### src/design/ex_macros.svh
`ifndef EX_MACROS_SVH
`define EX_MACROS_SVH

// Data word and pc width
`define EX_XLEN 32

// Register file index width
`define EX_REG_ADDR_W 5

////////////////////////////////////////////////////////////////////////
// Multi-cycle unit latencies
////////////////////////////////////////////////////////////////////////

// Start pulse to done pulse of the multiplier
`define EX_MUL_LATENCY 2

// One quotient bit per step
`define EX_DIV_STEPS 32

`endif

### src/design/ex_pkg.sv
`default_nettype none

`include "ex_macros.svh"

package ex_pkg;

    typedef logic [`EX_XLEN-1:0] word_t;
    typedef logic [`EX_REG_ADDR_W-1:0] reg_addr_t;
    typedef logic [4:0] shamt_t;

    typedef enum logic [4:0] {
        OP_ADD, OP_SUB, OP_SLT, OP_SLTU,
        OP_AND, OP_OR, OP_XOR, OP_NOR,
        OP_SLL, OP_SRL, OP_SRA, OP_LUI, OP_PCADD,
        OP_MUL, OP_MULH, OP_MULHU,
        OP_DIV, OP_DIVU, OP_MOD, OP_MODU,
        OP_BEQ, OP_BNE, OP_BLT, OP_BGE, OP_BLTU, OP_BGEU,
        OP_B, OP_BL, OP_JIRL
    } ex_op_e;

    typedef enum logic [1:0] {MUL_LO, MUL_HS, MUL_HU} mul_kind_e;

    typedef enum logic [1:0] {DIV_S, DIV_U, MOD_S, MOD_U} div_kind_e;

    typedef enum logic [1:0] {DIV_IDLE, DIV_RUN, DIV_FIX} div_fsm_e;

    // Ops that go through the multiplier or divider
    function automatic logic is_muldiv_op(ex_op_e op);
        return op inside {OP_MUL, OP_MULH, OP_MULHU, OP_DIV, OP_DIVU, OP_MOD, OP_MODU};
    endfunction

endpackage

`default_nettype wire

### src/design/ex_alu.sv
`timescale 1ns/1ps
`default_nettype none

module ex_alu
    import ex_pkg::*;
(
    input  ex_op_e op_i,
    input  word_t  pc_i,
    input  word_t  src1_i,
    input  word_t  src2_i,
    input  word_t  imm_i,
    output word_t  alu_result_o
);

    shamt_t shamt;
    word_t  sum;
    word_t  diff;
    logic   lt_signed;
    logic   lt_unsigned;

    // Shift amount from the low bits of the second source
    assign shamt = shamt_t'(src2_i);

    assign sum  = src1_i + src2_i;
    assign diff = src1_i - src2_i;

    assign lt_signed   = $signed(src1_i) < $signed(src2_i);
    assign lt_unsigned = src1_i < src2_i;

    always_comb begin
        case (op_i)
            // Arithmetic and compare
            OP_ADD:   alu_result_o = sum;
            OP_SUB:   alu_result_o = diff;
            OP_SLT:   alu_result_o = word_t'(lt_signed);
            OP_SLTU:  alu_result_o = word_t'(lt_unsigned);

            // Logic
            OP_AND:   alu_result_o = src1_i & src2_i;
            OP_OR:    alu_result_o = src1_i | src2_i;
            OP_XOR:   alu_result_o = src1_i ^ src2_i;
            OP_NOR:   alu_result_o = ~(src1_i | src2_i);

            // Shifts
            OP_SLL:   alu_result_o = src1_i << shamt;
            OP_SRL:   alu_result_o = src1_i >> shamt;
            OP_SRA:   alu_result_o = word_t'($signed(src1_i) >>> shamt);

            // Moves, imm already holds the shifted upper bits
            OP_LUI:   alu_result_o = imm_i;
            OP_PCADD: alu_result_o = pc_i + imm_i;

            // Link value for calls
            OP_BL,
            OP_JIRL:  alu_result_o = pc_i + 32'd4;

            default:  alu_result_o = '0;
        endcase
    end

endmodule

`default_nettype wire

### src/design/ex_branch_unit.sv
`timescale 1ns/1ps
`default_nettype none

module ex_branch_unit
    import ex_pkg::*;
(
    input  ex_op_e op_i,
    input  word_t  pc_i,
    input  word_t  src1_i,
    input  word_t  src2_i,
    input  word_t  imm_i,
    input  word_t  pred_next_pc_i,
    output logic   is_branch_o,
    output word_t  actual_next_pc_o,
    output logic   mispredict_o
);

    logic  taken;
    word_t target;
    word_t fall_through;

    assign fall_through = pc_i + 32'd4;

    // Condition evaluation
    always_comb begin
        taken       = 1'b0;
        is_branch_o = 1'b1;
        case (op_i)
            OP_BEQ:  taken = src1_i == src2_i;
            OP_BNE:  taken = src1_i != src2_i;
            OP_BLT:  taken = $signed(src1_i) < $signed(src2_i);
            OP_BGE:  taken = $signed(src1_i) >= $signed(src2_i);
            OP_BLTU: taken = src1_i < src2_i;
            OP_BGEU: taken = src1_i >= src2_i;
            OP_B,
            OP_BL,
            OP_JIRL: taken = 1'b1;
            default: is_branch_o = 1'b0;
        endcase
    end

    // Register-indirect for JIRL, pc-relative for the rest
    assign target = (op_i == OP_JIRL) ? src1_i + imm_i : pc_i + imm_i;

    assign actual_next_pc_o = taken ? target : fall_through;

    assign mispredict_o = is_branch_o && (actual_next_pc_o != pred_next_pc_i);

endmodule

`default_nettype wire

### src/design/ex_div_unit.sv
`timescale 1ns/1ps
`default_nettype none

`include "ex_macros.svh"

module ex_div_unit
    import ex_pkg::*;
(
    input  logic      clk,
    input  logic      rst,
    input  logic      start_i,
    input  div_kind_e kind_i,
    input  word_t     dividend_i,
    input  word_t     divisor_i,
    output logic      busy_o,
    output logic      done_o,
    output word_t     quotient_o,
    output word_t     remainder_o
);

    localparam int CNT_W = $clog2(`EX_DIV_STEPS + 1);

    div_fsm_e            state_q;
    logic [CNT_W-1:0]    step_q;
    logic                is_signed;
    word_t               divisor_eff;
    word_t               dividend_abs;
    word_t               divisor_abs;
    word_t               rem_q;
    word_t               quo_q;
    word_t               dvs_q;
    logic                neg_quo_q;
    logic                neg_rem_q;
    logic [`EX_XLEN:0]   shifted;
    logic [`EX_XLEN:0]   trial;

    assign is_signed = (kind_i == DIV_S) || (kind_i == MOD_S);

    // Zero divisor behaves as one
    assign divisor_eff  = (divisor_i == '0) ? word_t'(1) : divisor_i;
    assign dividend_abs = (is_signed && dividend_i[`EX_XLEN-1]) ? -dividend_i : dividend_i;
    assign divisor_abs  = (is_signed && divisor_eff[`EX_XLEN-1]) ? -divisor_eff : divisor_eff;

    // Restoring step, borrow out means the divisor did not fit
    assign shifted = {rem_q, quo_q[`EX_XLEN-1]};
    assign trial   = shifted - {1'b0, dvs_q};

    assign busy_o = state_q != DIV_IDLE;

    always_ff @(posedge clk) begin
        if (rst) begin
            state_q <= DIV_IDLE;
            step_q  <= '0;
            done_o  <= 1'b0;
        end else begin
            done_o <= state_q == DIV_FIX;
            case (state_q)
                DIV_IDLE: begin
                    step_q <= '0;
                    if (start_i) state_q <= DIV_RUN;
                end
                DIV_RUN: begin
                    step_q <= step_q + 1'b1;
                    if (step_q == CNT_W'(`EX_DIV_STEPS - 1)) state_q <= DIV_FIX;
                end
                default: state_q <= DIV_IDLE;
            endcase
        end
    end

    always_ff @(posedge clk) begin
        case (state_q)
            DIV_IDLE: if (start_i) begin
                rem_q     <= '0;
                quo_q     <= dividend_abs;
                dvs_q     <= divisor_abs;
                neg_quo_q <= is_signed && (dividend_i[`EX_XLEN-1] ^ divisor_eff[`EX_XLEN-1]);
                neg_rem_q <= is_signed && dividend_i[`EX_XLEN-1];
            end
            DIV_RUN: begin
                rem_q <= trial[`EX_XLEN] ? shifted[`EX_XLEN-1:0] : trial[`EX_XLEN-1:0];
                quo_q <= {quo_q[`EX_XLEN-2:0], ~trial[`EX_XLEN]};
            end
            DIV_FIX: begin
                quotient_o  <= neg_quo_q ? -quo_q : quo_q;
                remainder_o <= neg_rem_q ? -rem_q : rem_q;
            end
            default: ;
        endcase
    end

    a_no_start_busy: assert property (@(posedge clk) disable iff (rst) start_i |-> !busy_o);

endmodule

`default_nettype wire

### src/design/ex_mul_unit.sv
`timescale 1ns/1ps
`default_nettype none

`include "ex_macros.svh"

module ex_mul_unit
    import ex_pkg::*;
(
    input  logic      clk,
    input  logic      rst,
    input  logic      start_i,
    input  mul_kind_e kind_i,
    input  word_t     a_i,
    input  word_t     b_i,
    output logic      done_o,
    output word_t     product_o
);

    logic                            s1_valid_q;
    logic                            ext_sign;
    logic signed [`EX_XLEN:0]        a_q;
    logic signed [`EX_XLEN:0]        b_q;
    mul_kind_e                       kind_q;
    logic signed [2*`EX_XLEN+1:0]    full_prod;

    // Only the unsigned high product needs zero extension
    assign ext_sign = kind_i != MUL_HU;

    always_ff @(posedge clk) begin
        if (rst) begin
            s1_valid_q <= 1'b0;
            done_o     <= 1'b0;
        end else begin
            s1_valid_q <= start_i;
            done_o     <= s1_valid_q;
        end
    end

    // Stage one, extended operands
    always_ff @(posedge clk) begin
        if (start_i) begin
            a_q    <= {ext_sign & a_i[`EX_XLEN-1], a_i};
            b_q    <= {ext_sign & b_i[`EX_XLEN-1], b_i};
            kind_q <= kind_i;
        end
    end

    assign full_prod = a_q * b_q;

    // Stage two, word select
    always_ff @(posedge clk) begin
        if (s1_valid_q) begin
            product_o <= (kind_q == MUL_LO) ? full_prod[`EX_XLEN-1:0]
                                            : full_prod[2*`EX_XLEN-1:`EX_XLEN];
        end
    end

    a_mul_latency: assert property (@(posedge clk) disable iff (rst)
        start_i |-> ##(`EX_MUL_LATENCY) done_o);

endmodule

`default_nettype wire

### src/design/ex_muldiv_ctrl.sv
`timescale 1ns/1ps
`default_nettype none

`include "ex_macros.svh"

module ex_muldiv_ctrl
    import ex_pkg::*;
(
    input  logic   clk,
    input  logic   rst,
    input  ex_op_e op_i,
    input  word_t  src1_i,
    input  word_t  src2_i,
    input  logic   advance_i,
    input  logic   flush_i,
    output logic   stall_o,
    output logic   result_ready_o,
    output word_t  result_o
);

    logic      is_mul, is_div;
    mul_kind_e mul_kind;
    div_kind_e div_kind;
    logic      started_q, finished_q, mul_start_q, div_start_q;
    logic [`EX_MUL_LATENCY-1:0] mul_own_q;
    logic      mul_done, div_done, div_busy;
    logic      clear, issue_ok, mul_issue, div_issue, mul_accept, div_accept;
    word_t     product, quotient, remainder;

    always_comb begin
        is_mul = 1'b1;
        is_div = 1'b0;
        mul_kind = MUL_LO;
        div_kind = DIV_S;
        case (op_i)
            OP_MUL:   mul_kind = MUL_LO;
            OP_MULH:  mul_kind = MUL_HS;
            OP_MULHU: mul_kind = MUL_HU;
            OP_DIV:   begin is_mul = 1'b0; is_div = 1'b1; div_kind = DIV_S; end
            OP_DIVU:  begin is_mul = 1'b0; is_div = 1'b1; div_kind = DIV_U; end
            OP_MOD:   begin is_mul = 1'b0; is_div = 1'b1; div_kind = MOD_S; end
            OP_MODU:  begin is_mul = 1'b0; is_div = 1'b1; div_kind = MOD_U; end
            default:  is_mul = 1'b0;
        endcase
    end

    assign clear     = advance_i | flush_i;
    assign issue_ok  = !started_q && !finished_q && !flush_i;
    assign mul_issue = is_mul && issue_ok;
    assign div_issue = is_div && issue_ok && !div_busy;

    // Drop done pulses that belong to a flushed op
    assign mul_accept = is_mul && mul_done && mul_own_q[`EX_MUL_LATENCY-1] && !finished_q;
    assign div_accept = is_div && div_done && started_q && !finished_q;

    always_ff @(posedge clk) begin
        if (rst) begin
            {started_q, finished_q, mul_start_q, div_start_q} <= '0;
            mul_own_q <= '0;
        end else begin
            mul_start_q <= mul_issue;
            div_start_q <= div_issue;
            if (clear) begin
                {started_q, finished_q} <= '0;
                mul_own_q <= '0;
            end else begin
                mul_own_q <= {mul_own_q[`EX_MUL_LATENCY-2:0], mul_start_q};
                if (mul_issue || div_issue) started_q <= 1'b1;
                if (mul_accept || div_accept) finished_q <= 1'b1;
            end
        end
    end

    always_ff @(posedge clk) begin
        if (!clear && mul_accept) result_o <= product;
        else if (!clear && div_accept) begin
            result_o <= (div_kind inside {DIV_S, DIV_U}) ? quotient : remainder;
        end
    end

    ex_mul_unit i_mul_unit (.clk(clk), .rst(rst), .start_i(mul_start_q), .kind_i(mul_kind),
        .a_i(src1_i), .b_i(src2_i), .done_o(mul_done), .product_o(product));

    ex_div_unit i_div_unit (.clk(clk), .rst(rst), .start_i(div_start_q), .kind_i(div_kind),
        .dividend_i(src1_i), .divisor_i(src2_i), .busy_o(div_busy), .done_o(div_done),
        .quotient_o(quotient), .remainder_o(remainder));

    assign stall_o        = (is_mul || is_div) && !finished_q;
    assign result_ready_o = finished_q;

endmodule

`default_nettype wire

### src/design/ex_stage.sv
`timescale 1ns/1ps
`default_nettype none

module ex_stage
    import ex_pkg::*;
(
    input  logic      clk,
    input  logic      rst,

    // Issue slot
    input  logic      valid_i,
    input  ex_op_e    op_i,
    input  word_t     pc_i,
    input  word_t     src1_i,
    input  word_t     src2_i,
    input  word_t     imm_i,
    input  reg_addr_t rd_i,
    input  logic      rd_we_i,
    input  word_t     pred_next_pc_i,

    input  logic      advance_i,
    input  logic      flush_i,
    output logic      advance_ready_o,

    output logic      wb_valid_o,
    output reg_addr_t wb_rd_o,
    output logic      wb_we_o,
    output word_t     wb_data_o,

    output logic      fwd_we_o,
    output logic      fwd_ready_o,
    output reg_addr_t fwd_rd_o,
    output word_t     fwd_data_o,

    output logic      redirect_o,
    output word_t     redirect_target_o
);

    ex_op_e md_op;
    word_t  alu_result, md_result, ex_result, actual_next_pc;
    logic   is_branch, mispredict, md_stall, md_ready, is_muldiv;

    ex_alu i_alu (.op_i(op_i), .pc_i(pc_i), .src1_i(src1_i), .src2_i(src2_i), .imm_i(imm_i),
        .alu_result_o(alu_result));

    ex_branch_unit i_branch_unit (.op_i(op_i), .pc_i(pc_i), .src1_i(src1_i), .src2_i(src2_i),
        .imm_i(imm_i), .pred_next_pc_i(pred_next_pc_i), .is_branch_o(is_branch),
        .actual_next_pc_o(actual_next_pc), .mispredict_o(mispredict));

    // An empty slot must not start a multi-cycle op
    assign md_op = valid_i ? op_i : OP_ADD;

    ex_muldiv_ctrl i_muldiv_ctrl (.clk(clk), .rst(rst), .op_i(md_op), .src1_i(src1_i),
        .src2_i(src2_i), .advance_i(advance_i), .flush_i(flush_i), .stall_o(md_stall),
        .result_ready_o(md_ready), .result_o(md_result));

    //////////////////////////////////////////////////////////////////////
    // Result select and forwarding
    //////////////////////////////////////////////////////////////////////

    assign is_muldiv = is_muldiv_op(md_op);
    assign ex_result = is_muldiv ? md_result : alu_result;

    assign fwd_we_o    = valid_i && rd_we_i;
    assign fwd_ready_o = !is_muldiv || md_ready;
    assign fwd_rd_o    = rd_i;
    assign fwd_data_o  = ex_result;

    assign advance_ready_o = !md_stall;

    // Redirect only in the cycle the branch leaves the stage
    assign redirect_o        = advance_i && valid_i && is_branch && mispredict;
    assign redirect_target_o = actual_next_pc;

    //////////////////////////////////////////////////////////////////////
    // Write-back register
    //////////////////////////////////////////////////////////////////////

    always_ff @(posedge clk) begin
        if (rst || flush_i) begin
            wb_valid_o <= 1'b0;
            wb_we_o    <= 1'b0;
        end else if (advance_i) begin
            wb_valid_o <= valid_i;
            wb_we_o    <= valid_i && rd_we_i;
        end
    end

    always_ff @(posedge clk) begin
        if (advance_i && !flush_i) begin
            wb_rd_o   <= rd_i;
            wb_data_o <= ex_result;
        end
    end

    a_advance_when_ready: assert property (@(posedge clk) disable iff (rst)
        advance_i |-> advance_ready_o);

endmodule

`default_nettype wire

### config.mk
export PLATFORM = sky130hd
export DESIGN_NAME = ex_stage
export DESIGN_NICKNAME = d
export VERILOG_FILES = /design/src/design/ex_pkg.sv /design/src/design/ex_alu.sv /design/src/design/ex_branch_unit.sv /design/src/design/ex_div_unit.sv /design/src/design/ex_mul_unit.sv /design/src/design/ex_muldiv_ctrl.sv /design/src/design/ex_stage.sv
export VERILOG_INCLUDE_DIRS = /design/src /design/src/design
export SDC_FILE = /design/constraint.sdc
export NUM_CORES = 2
export LEC_CHECK = 0
export ABC_CLOCK_PERIOD_IN_PS = 9700
export BUFFER_PORTS_ARGS = -buffer_cell sky130_fd_sc_hd__buf_2
export CORE_ASPECT_RATIO = 1.4
export CORE_UTILIZATION = 50
export DETAILED_ROUTE_END_ITERATION = 8
export MAX_ROUTING_LAYER = met4
export PLACE_DENSITY = 0.79
export SYNTH_ARGS = -nofsm -noshare
export SYNTH_HDL_FRONTEND = slang
export SYNTH_SLANG_ARGS = --single-unit
### constraint.sdc
create_clock -name clk -period 9.7 [get_ports clk]
set_input_delay 1.94 -clock clk [delete_from_list [all_inputs] [get_ports clk]]
set_output_delay 1.94 -clock clk [all_outputs]
set_load 0.01 [all_outputs]
; ---- After elaboration in Yosys (flattened, before gate mapping)
; Index checks and enable logic that the tools add are counted.
[totals]
register_bits = 350
input_bits = 176
[op_classes]
n_eq_ne = 39
n_mul = 1
n_mux = 29
add_sub_neg = 11
n_shift = 3
n_reduce_logical = 55
bitwise_logic = 9
magnitude_cmp = 4
[ops]
columns = cell, count
row1 = two-way mux 32 bit, 15
row2 = one-hot mux 32 bit (14 select lines), 1
row3 = negation 32 bit, 4
row4 = one-hot mux 32 bit (2 select lines), 2
row5 = adder 32 bit, 3
row6 = equality test 5 bit (second input constant), 13
row7 = >= comparator 32 bit, 2
row8 = less-than comparator 32 bit, 2
row9 = multiplier 33 x 33 -> 64 bit, 1
row10 = != test 32 bit, 2
row11 = equality test 5 x 4 -> 1 bit (second input constant), 8
row12 = subtractor 33 x 32 -> 33 bit, 1
row13 = adder 32 x 3 -> 32 bit (second input constant), 1
row14 = AND 32 bit, 1
row15 = equality test 32 bit, 1
row16 = zero test 32 bit, 1
row17 = inverter 32 bit, 1
row18 = bitwise OR 32 bit, 1
row19 = << shifter 32 x 5 -> 32 bit, 1
row20 = right shift 32 x 5 -> 32 bit, 1
row21 = >>> shifter 32 x 5 -> 32 bit, 1
row22 = subtractor 32 bit, 1
row23 = XOR 32 bit, 1
row24 = logical AND 1 bit, 23
row25 = other kinds (31), 63

; ---- Longest topological paths before layout
[depth]
depth_word = 10
mapped_depth = 31

; ---- Hierarchy
; A second synthesis with hierarchy kept.
[hier_totals]
cells_unflattened = 8010
area_unflattened_um2 = 73116.4
[by_module_without_submodules]
columns = mod, area_per_inst_um2, cells_per_inst, instances
row1 = ex_mul_unit, 42004.0, 4373, 1
row2 = ex_alu, 11722.5, 1712, 1
row3 = ex_div_unit, 10327.4, 1002, 1
row4 = ex_branch_unit, 4835.9, 683, 1
row5 = ex_muldiv_ctrl, 2329.7, 139, 1
row6 = ex_stage, 1896.8, 101, 1

; ---- Least setup slack after synthesis
; OpenSTA, ideal clock, no wires.
[synth_path]
path_type = input to register
from = input op_i[2]
to = register i_muldiv_ctrl.result_o[0] (enable)
setup_slack_ns = 1.263
stages = 7
t_arrival_ns = 7.842
required_time_ns = 9.105
path_cell_list = clkbuf_1 nand2_1 nor2_1 nand2_1 nor2_1 nand3_1 a2111oi_0
[synth_via]
elab_chain_len = 9
word_cells_on_any_way = 21
[synth_rtl]
columns = item, line
row1 = from (decl), ex_stage.sv:12  ; input ex_op_e op_i,
row2 = two-way mux 5 bit *, ex_stage.sv:51  ; assign md_op = valid_i ? op_i : OP_ADD;
row3 = equality test 5 bit or equality test 5 x 4 -> 1 bit (tied branches), ex_muldiv_ctrl.sv:35  ; case (op_i)
row4 = OR reduction 4 bit (no source line) or OR reduction 3 bit (tied branches), --
row5 = two-way mux 1 bit, ex_muldiv_ctrl.sv:35
row6 = "logical AND 1 bit, on equally long branches (3 in series)", "ex_muldiv_ctrl.sv:54, ex_muldiv_ctrl.sv:53"
row7 = "logical AND 1 bit, on equally long branches", "ex_muldiv_ctrl.sv:76, ex_muldiv_ctrl.sv:75"
row8 = nonzero test 2 bit (no source line) *, --
row9 = to (signal assigned), ex_muldiv_ctrl.sv:75  ; if (!clear && mul_accept) result_o <= product;
row10 = to (signal assigned), ex_muldiv_ctrl.sv:77  ; result_o <= (div_kind inside {DIV_S, DIV_U}) ? quotient : remainder;
row11 = to (decl), ex_muldiv_ctrl.sv:18  ; output word_t result_o
; Every way passes the cells marked *; elsewhere a longest branch is shown, timed or not.
; A chain may end at the register's enable or synchronous reset.

; ---- Final worst setup path
[layout_path]
from = input src2_i[0]
to = output fwd_data_o[30]
[layout_via]
elab_chain_len = 3
word_cells_on_any_way = 7
[layout_rtl]
columns = item, line
row1 = from (decl), ex_stage.sv:15  ; input word_t src2_i,
row2 = "subtractor 32 bit, or another cell as far along", ex_alu.sv:25  ; assign diff = src1_i - src2_i;
row3 = one-hot mux 32 bit (14 select lines) *, ex_alu.sv:31  ; case (op_i)
row4 = two-way mux 32 bit *, ex_stage.sv:62  ; assign ex_result = is_muldiv ? md_result : alu_result;
row5 = to (decl), ex_stage.sv:33  ; output word_t fwd_data_o,
; Marked as above.

==> summary.md <==
The run gives 72.4% as the portion of total power attributed to combinational logic. After detailed routing, the number of remaining DRC violations is 3. The average instance area after synthesis is 9.00 sq um. The parity-gate share of the synthesized area counting xor and xnor cells came out at 4.15%. After synthesis, the largest family of logic cells by area is adder cells. The tools report the via count of the first global-routing pass as 62100. The post-placement cell area was 73100 sq um. Internal power comes to 5.63 mW. The effective utilization at floorplan was 50.4%. Buffers inserted during clock tree synthesis total 39. After Yosys synthesis, full adders, half adders and majority gates account for 40.4% of the synthesized area.

Synthesis produced a netlist with a net count of 9343. The overall die width was 315 microns. The initial antenna violation count was 32; the number of pins with negative max-slew slack in the final report was 0.

The number of standard-cell rows in the floorplan is 160, and the total standard cell area after synthesis is 68700 sq um. Per report_power, the sequential group accounts for 14.9% of the total. Count of distinct cell types in the synthesized netlist: 100.

The longest clock path from root to sink contains 3 buffers. The clock tree synthesis step divided the H-tree into 2 levels. Dividing the detail-routed via count by the number of cells gives 6.03.

Dividing the detail-routed wire length by the instance count gives 27.1 microns. For the final clock skew, the log shows 81.2 ps. The fraction of final layout cells with drive strength greater than 1 is 9.25%, and the transition time at the pin with the least slew margin is 1450 ps. The final number of hold-violating endpoints is 0, and the switching part of the total power is 52.2%.

The final route contains 58400 vias. For this run, the leading register cell type out of synthesis is sky130_fd_sc_hd__edfxtp_1. The worst setup path is of the primary input to output port kind.

Summing the areas of all and, or, nand and nor instances in the mapped netlist gives 16.6% of the synthesized area. In this run the post-CTS setup repair buffer count came out at 0. The max-cap violation count came out at 0. Power density over the cells: 158 nW/um^2. The leakage power came out at 34.5 nW.

The initial DRC count is 5769. The tools report the buffer cell driving the clock tree root as sky130_fd_sc_hd__clkbuf_16. Once routing completed, OpenROAD measured the worst setup slack at 260 ps.

The finished cells cover 74400 sq um. The clock sink total was 350; the routed wire length was 263000 microns. Along the worst path, the maximum fanout reaches 19. The number of detailed-routing iterations run before antenna repair is 9.

The total overflow left after global routing is 0. The region available for standard cell placement spans 136000 sq um. For the count of instances resized after the clock tree is built, the log shows 0. IR analysis of the VDD net gives a maximum drop of 0.236 mV. Setup repair after global routing left no endpoint under its margin. The number of port buffers is 287. TritonCTS built the clock tree. Per report_power, the clock group accounts for 12.7% of the total. The endpoint class of the critical path is an output port. The run finished, with violations left.

The tools report the category of the worst setup path launch point as a primary input. The tools report the wire length of the first global-routing pass as 391000 microns. Headroom to the max-slew limit came out at 3.11%. In this run the remaining antenna-violating nets after routing total 0. Timing would allow up to 106 MHz.

The number of hold buffers added after CTS was 0. Clock latency on the worst-skew pair, taken at its later pin, is 650 ps. STA puts the critical path data required time at 7760 ps. 288 I/O pins were placed. For this run, the register share of the synthesized area comes to 15.0%. The floorplan step defined a die boundary enclosing 139000 sq um. The Yosys step of the flow raised 0 warnings.

Cells fill 54.6% of the core in the end. The summed negative setup slack over all endpoints is 0 ps, and the net switching power is 6.14 mW. Entering global routing, the biggest net connects 79 pins. Setup violations remaining at the end of the flow were counted as 0.

The share of the clock period used by the worst path after layout works out to 97.3%. The congestion estimate from routability-driven global placement came to 1.09. Once detailed placement completed, the half-perimeter wirelength came to 223000 microns. In the synthesized netlist the async set-or-reset flop fraction comes to 0%. The cell count after synthesis came out at 7628.

Class of the worst hold path: register to register. Counting I/O delays and the setup requirement, the final critical path takes 9440 ps. The final reports fail on DRC.

In this run, synthesis inferred 331 flip-flops with an integrated enable. Compared with the post-synthesis result, the final layout area differs by 8.31%. Data on the critical path arrives at its endpoint at 7500 ps. The register clock-pin slew on the reported worst setup and hold paths is 60 ps, and the die boundary height is 440 microns. In this run, synthesis produced a sequential element count of 350. The run gives 39.6% as the global-route total usage across every layer.

The post-synthesis compound-gate area fraction came out at 11.9%. The portion of netlist area occupied by mux cells is 2.80%. OpenSTA, run right after detailed placement, puts the worst setup slack at 582 ps. After the last flow step, the layout net total stands at 9560.
[state kept, by name, indices dropped and copies added (netlist names), 2 cells and up]
name and cells:
i_muldiv_ctrl.i_div_unit.dvs_q 32, i_muldiv_ctrl.i_div_unit.quo_q 32, i_muldiv_ctrl.i_div_unit.quotient_o 32, i_muldiv_ctrl.i_div_unit.rem_q 32, i_muldiv_ctrl.i_div_unit.remainder_o 32, i_muldiv_ctrl.i_div_unit.state_q 2, i_muldiv_ctrl.i_div_unit.step_q 6, i_muldiv_ctrl.i_mul_unit.a_q 33
i_muldiv_ctrl.i_mul_unit.b_q 33, i_muldiv_ctrl.i_mul_unit.kind_q 2, i_muldiv_ctrl.i_mul_unit.product_o 32, i_muldiv_ctrl.mul_own_q 2, i_muldiv_ctrl.result_o 32, wb_data_o 32, wb_rd_o 5
[worst paths after layout]
kind                                                      start                                      to  slack, ps  cells past startpoint
worst min register to register       i_muldiv_ctrl.mul_own_q[0]              i_muldiv_ctrl.mul_own_q[1]        430                      1
worst max-delay path                                  src2_i[0]                          fwd_data_o[30]        260                     18
worst max register to register  i_muldiv_ctrl.i_mul_unit.b_q[8]  i_muldiv_ctrl.i_mul_unit.product_o[31]        390                     28
worst min-delay path                 i_muldiv_ctrl.mul_own_q[0]              i_muldiv_ctrl.mul_own_q[1]        430                      1
[worst max-delay path: stages]
cell and delay (ps):
sky130_fd_sc_hd__buf_2 160, sky130_fd_sc_hd__buf_4 320, sky130_fd_sc_hd__ha_1 340, sky130_fd_sc_hd__fa_1 300, sky130_fd_sc_hd__a21oi_1 100, sky130_fd_sc_hd__o21bai_1 320
sky130_fd_sc_hd__a21oi_1 220, sky130_fd_sc_hd__o221ai_1 460, sky130_fd_sc_hd__a31oi_1 280, sky130_fd_sc_hd__a21oi_1 1160, sky130_fd_sc_hd__a31oi_1 230, sky130_fd_sc_hd__and2_1 250
sky130_fd_sc_hd__a21oi_1 350, sky130_fd_sc_hd__a311oi_1 180, sky130_fd_sc_hd__o22ai_1 150, sky130_fd_sc_hd__nor2_1 60, sky130_fd_sc_hd__o21ai_0 400, sky130_fd_sc_hd__buf_2 260
[stage by stage]
stage               std cells  hold WS, ps  total power [mW]
finish                   9685          427              11.8
global route             9682          460              12.4
CTS                      9653          429              11.7
detailed placement       9585          414              10.1
global placement         9585          415              10.2
floorplan                7628          406              6.73
[cell families (layout without fill, tap and decap cells)]
family / Yosys count / in the layout
xor+xnor: 325 / 325
simple gates: 2345 / 2345
compound gates: 1244 / 1244
other cells: 0 / 31
mux: 164 / 164
fa+ha+maj: 1539 / 1539
flops: 350 / 350
buf+inv: 1661 / 1905
[layer usage]
metal	track usage (%)	share of wire [%]
met1	40.6	33
met2	67.4	50
met3	6.74	7.5
met4	30.1	9.5
met5	-	0
[area by class of cell]
| type | count | area (sq um) |
|---|---|---|
| fillers | 12200 | 61800 |
| multi-input cells | 5617 | 52200 |
| flip-flops and latches | 350 | 10300 |
| inverters | 1270 | 4770 |
| repair buffers | 567 | 3620 |
| well taps | 1782 | 2230 |
| clock buffers | 45 | 1010 |
| clock inverters | 23 | 189 |
| diodes | 31 | 77.6 |
[layout by cell type (no fill, tap or decap), types with 41 or more instances in the layout]
| master | Yosys | layout |
|---|---|---|
| sky130_fd_sc_hd__o21ai_0 | 340 | 337 |
| sky130_fd_sc_hd__nand2b_1 | 48 | 48 |
| sky130_fd_sc_hd__nand4_1 | 41 | 41 |
| sky130_fd_sc_hd__nand3_1 | 84 | 84 |
| sky130_fd_sc_hd__buf_2 | 13 | 286 |
| sky130_fd_sc_hd__ha_1 | 409 | 409 |
| sky130_fd_sc_hd__mux2i_1 | 136 | 136 |
| sky130_fd_sc_hd__and2_1 | 560 | 559 |
| sky130_fd_sc_hd__nor3_1 | 78 | 77 |
| sky130_fd_sc_hd__fa_1 | 1130 | 1130 |
| sky130_fd_sc_hd__nand2_1 | 895 | 894 |
| sky130_fd_sc_hd__xnor2_1 | 235 | 235 |
| sky130_fd_sc_hd__nor2b_1 | 64 | 61 |
| sky130_fd_sc_hd__edfxtp_1 | 331 | 331 |
| sky130_fd_sc_hd__xor2_1 | 90 | 90 |
| sky130_fd_sc_hd__buf_4 | 5 | 274 |
| sky130_fd_sc_hd__o31ai_1 | 42 | 42 |
| sky130_fd_sc_hd__or3_1 | 46 | 46 |
| sky130_fd_sc_hd__inv_1 | 1266 | 1266 |
| sky130_fd_sc_hd__nor2_1 | 390 | 384 |
| sky130_fd_sc_hd__a21o_1 | 85 | 85 |
| sky130_fd_sc_hd__o211ai_1 | 51 | 51 |
| sky130_fd_sc_hd__a21oi_1 | 289 | 288 |
[synthesized netlist by cell type, types with 13 or more instances]
master	n	area, sq um
sky130_fd_sc_hd__buf_1	18	67.6
sky130_fd_sc_hd__nand2_1	895	3360
sky130_fd_sc_hd__nand3_1	84	420
sky130_fd_sc_hd__clkbuf_1	351	1320
sky130_fd_sc_hd__xnor2_1	235	2060
sky130_fd_sc_hd__dfxtp_1	19	380
sky130_fd_sc_hd__ha_1	409	5120
sky130_fd_sc_hd__nor2b_1	64	400
sky130_fd_sc_hd__o21bai_1	31	233
sky130_fd_sc_hd__a222oi_1	25	250
sky130_fd_sc_hd__a31oi_1	38	238
sky130_fd_sc_hd__nand2b_1	48	300
sky130_fd_sc_hd__nor4_1	20	125
sky130_fd_sc_hd__o31ai_1	42	315
sky130_fd_sc_hd__edfxtp_1	331	9940
sky130_fd_sc_hd__and2_1	560	3500
sky130_fd_sc_hd__o22ai_1	19	119
sky130_fd_sc_hd__fa_1	1130	22600
sky130_fd_sc_hd__o2111ai_1	15	131
sky130_fd_sc_hd__mux4_2	22	495
sky130_fd_sc_hd__nor3b_1	14	105
sky130_fd_sc_hd__and3_1	27	169
sky130_fd_sc_hd__inv_1	1266	4750
sky130_fd_sc_hd__a21oi_1	289	1450
sky130_fd_sc_hd__or4_1	20	150
sky130_fd_sc_hd__a21o_1	85	638
sky130_fd_sc_hd__xor2_1	90	788
sky130_fd_sc_hd__o21ai_0	340	1700
sky130_fd_sc_hd__buf_2	13	65.1
sky130_fd_sc_hd__a221oi_1	39	342
sky130_fd_sc_hd__nor3_1	78	390
sky130_fd_sc_hd__o211ai_1	51	383
sky130_fd_sc_hd__a221o_1	22	220
sky130_fd_sc_hd__mux2i_1	136	1360
sky130_fd_sc_hd__o41ai_1	21	184
sky130_fd_sc_hd__nor2_1	390	1460
sky130_fd_sc_hd__a211oi_1	35	263
sky130_fd_sc_hd__or3_1	46	288
sky130_fd_sc_hd__o221ai_1	33	289
sky130_fd_sc_hd__o21a_1	27	203
sky130_fd_sc_hd__nand4_1	41	257
sky130_fd_sc_hd__a2111oi_0	13	114
sky130_fd_sc_hd__or2_2	19	119
[power groups by stage]
| stage | registers [mW] | logic [mW] | clock network, mW |
|---|---|---|---|
| 6_report | 1.76 | 8.52 | 1.50 |
| 5_1_grt | 1.76 | 9.05 | 1.56 |
| 4_1_cts | 1.76 | 8.45 | 1.51 |
| 3_5_place_dp | 1.79 | 8.36 | 0 |
| 3_3_place_gp | 1.79 | 8.36 | 0 |
| 2_1_floorplan | 1.79 | 4.94 | 0 |
Note: power is estimated with default switching activity, not from simulation.
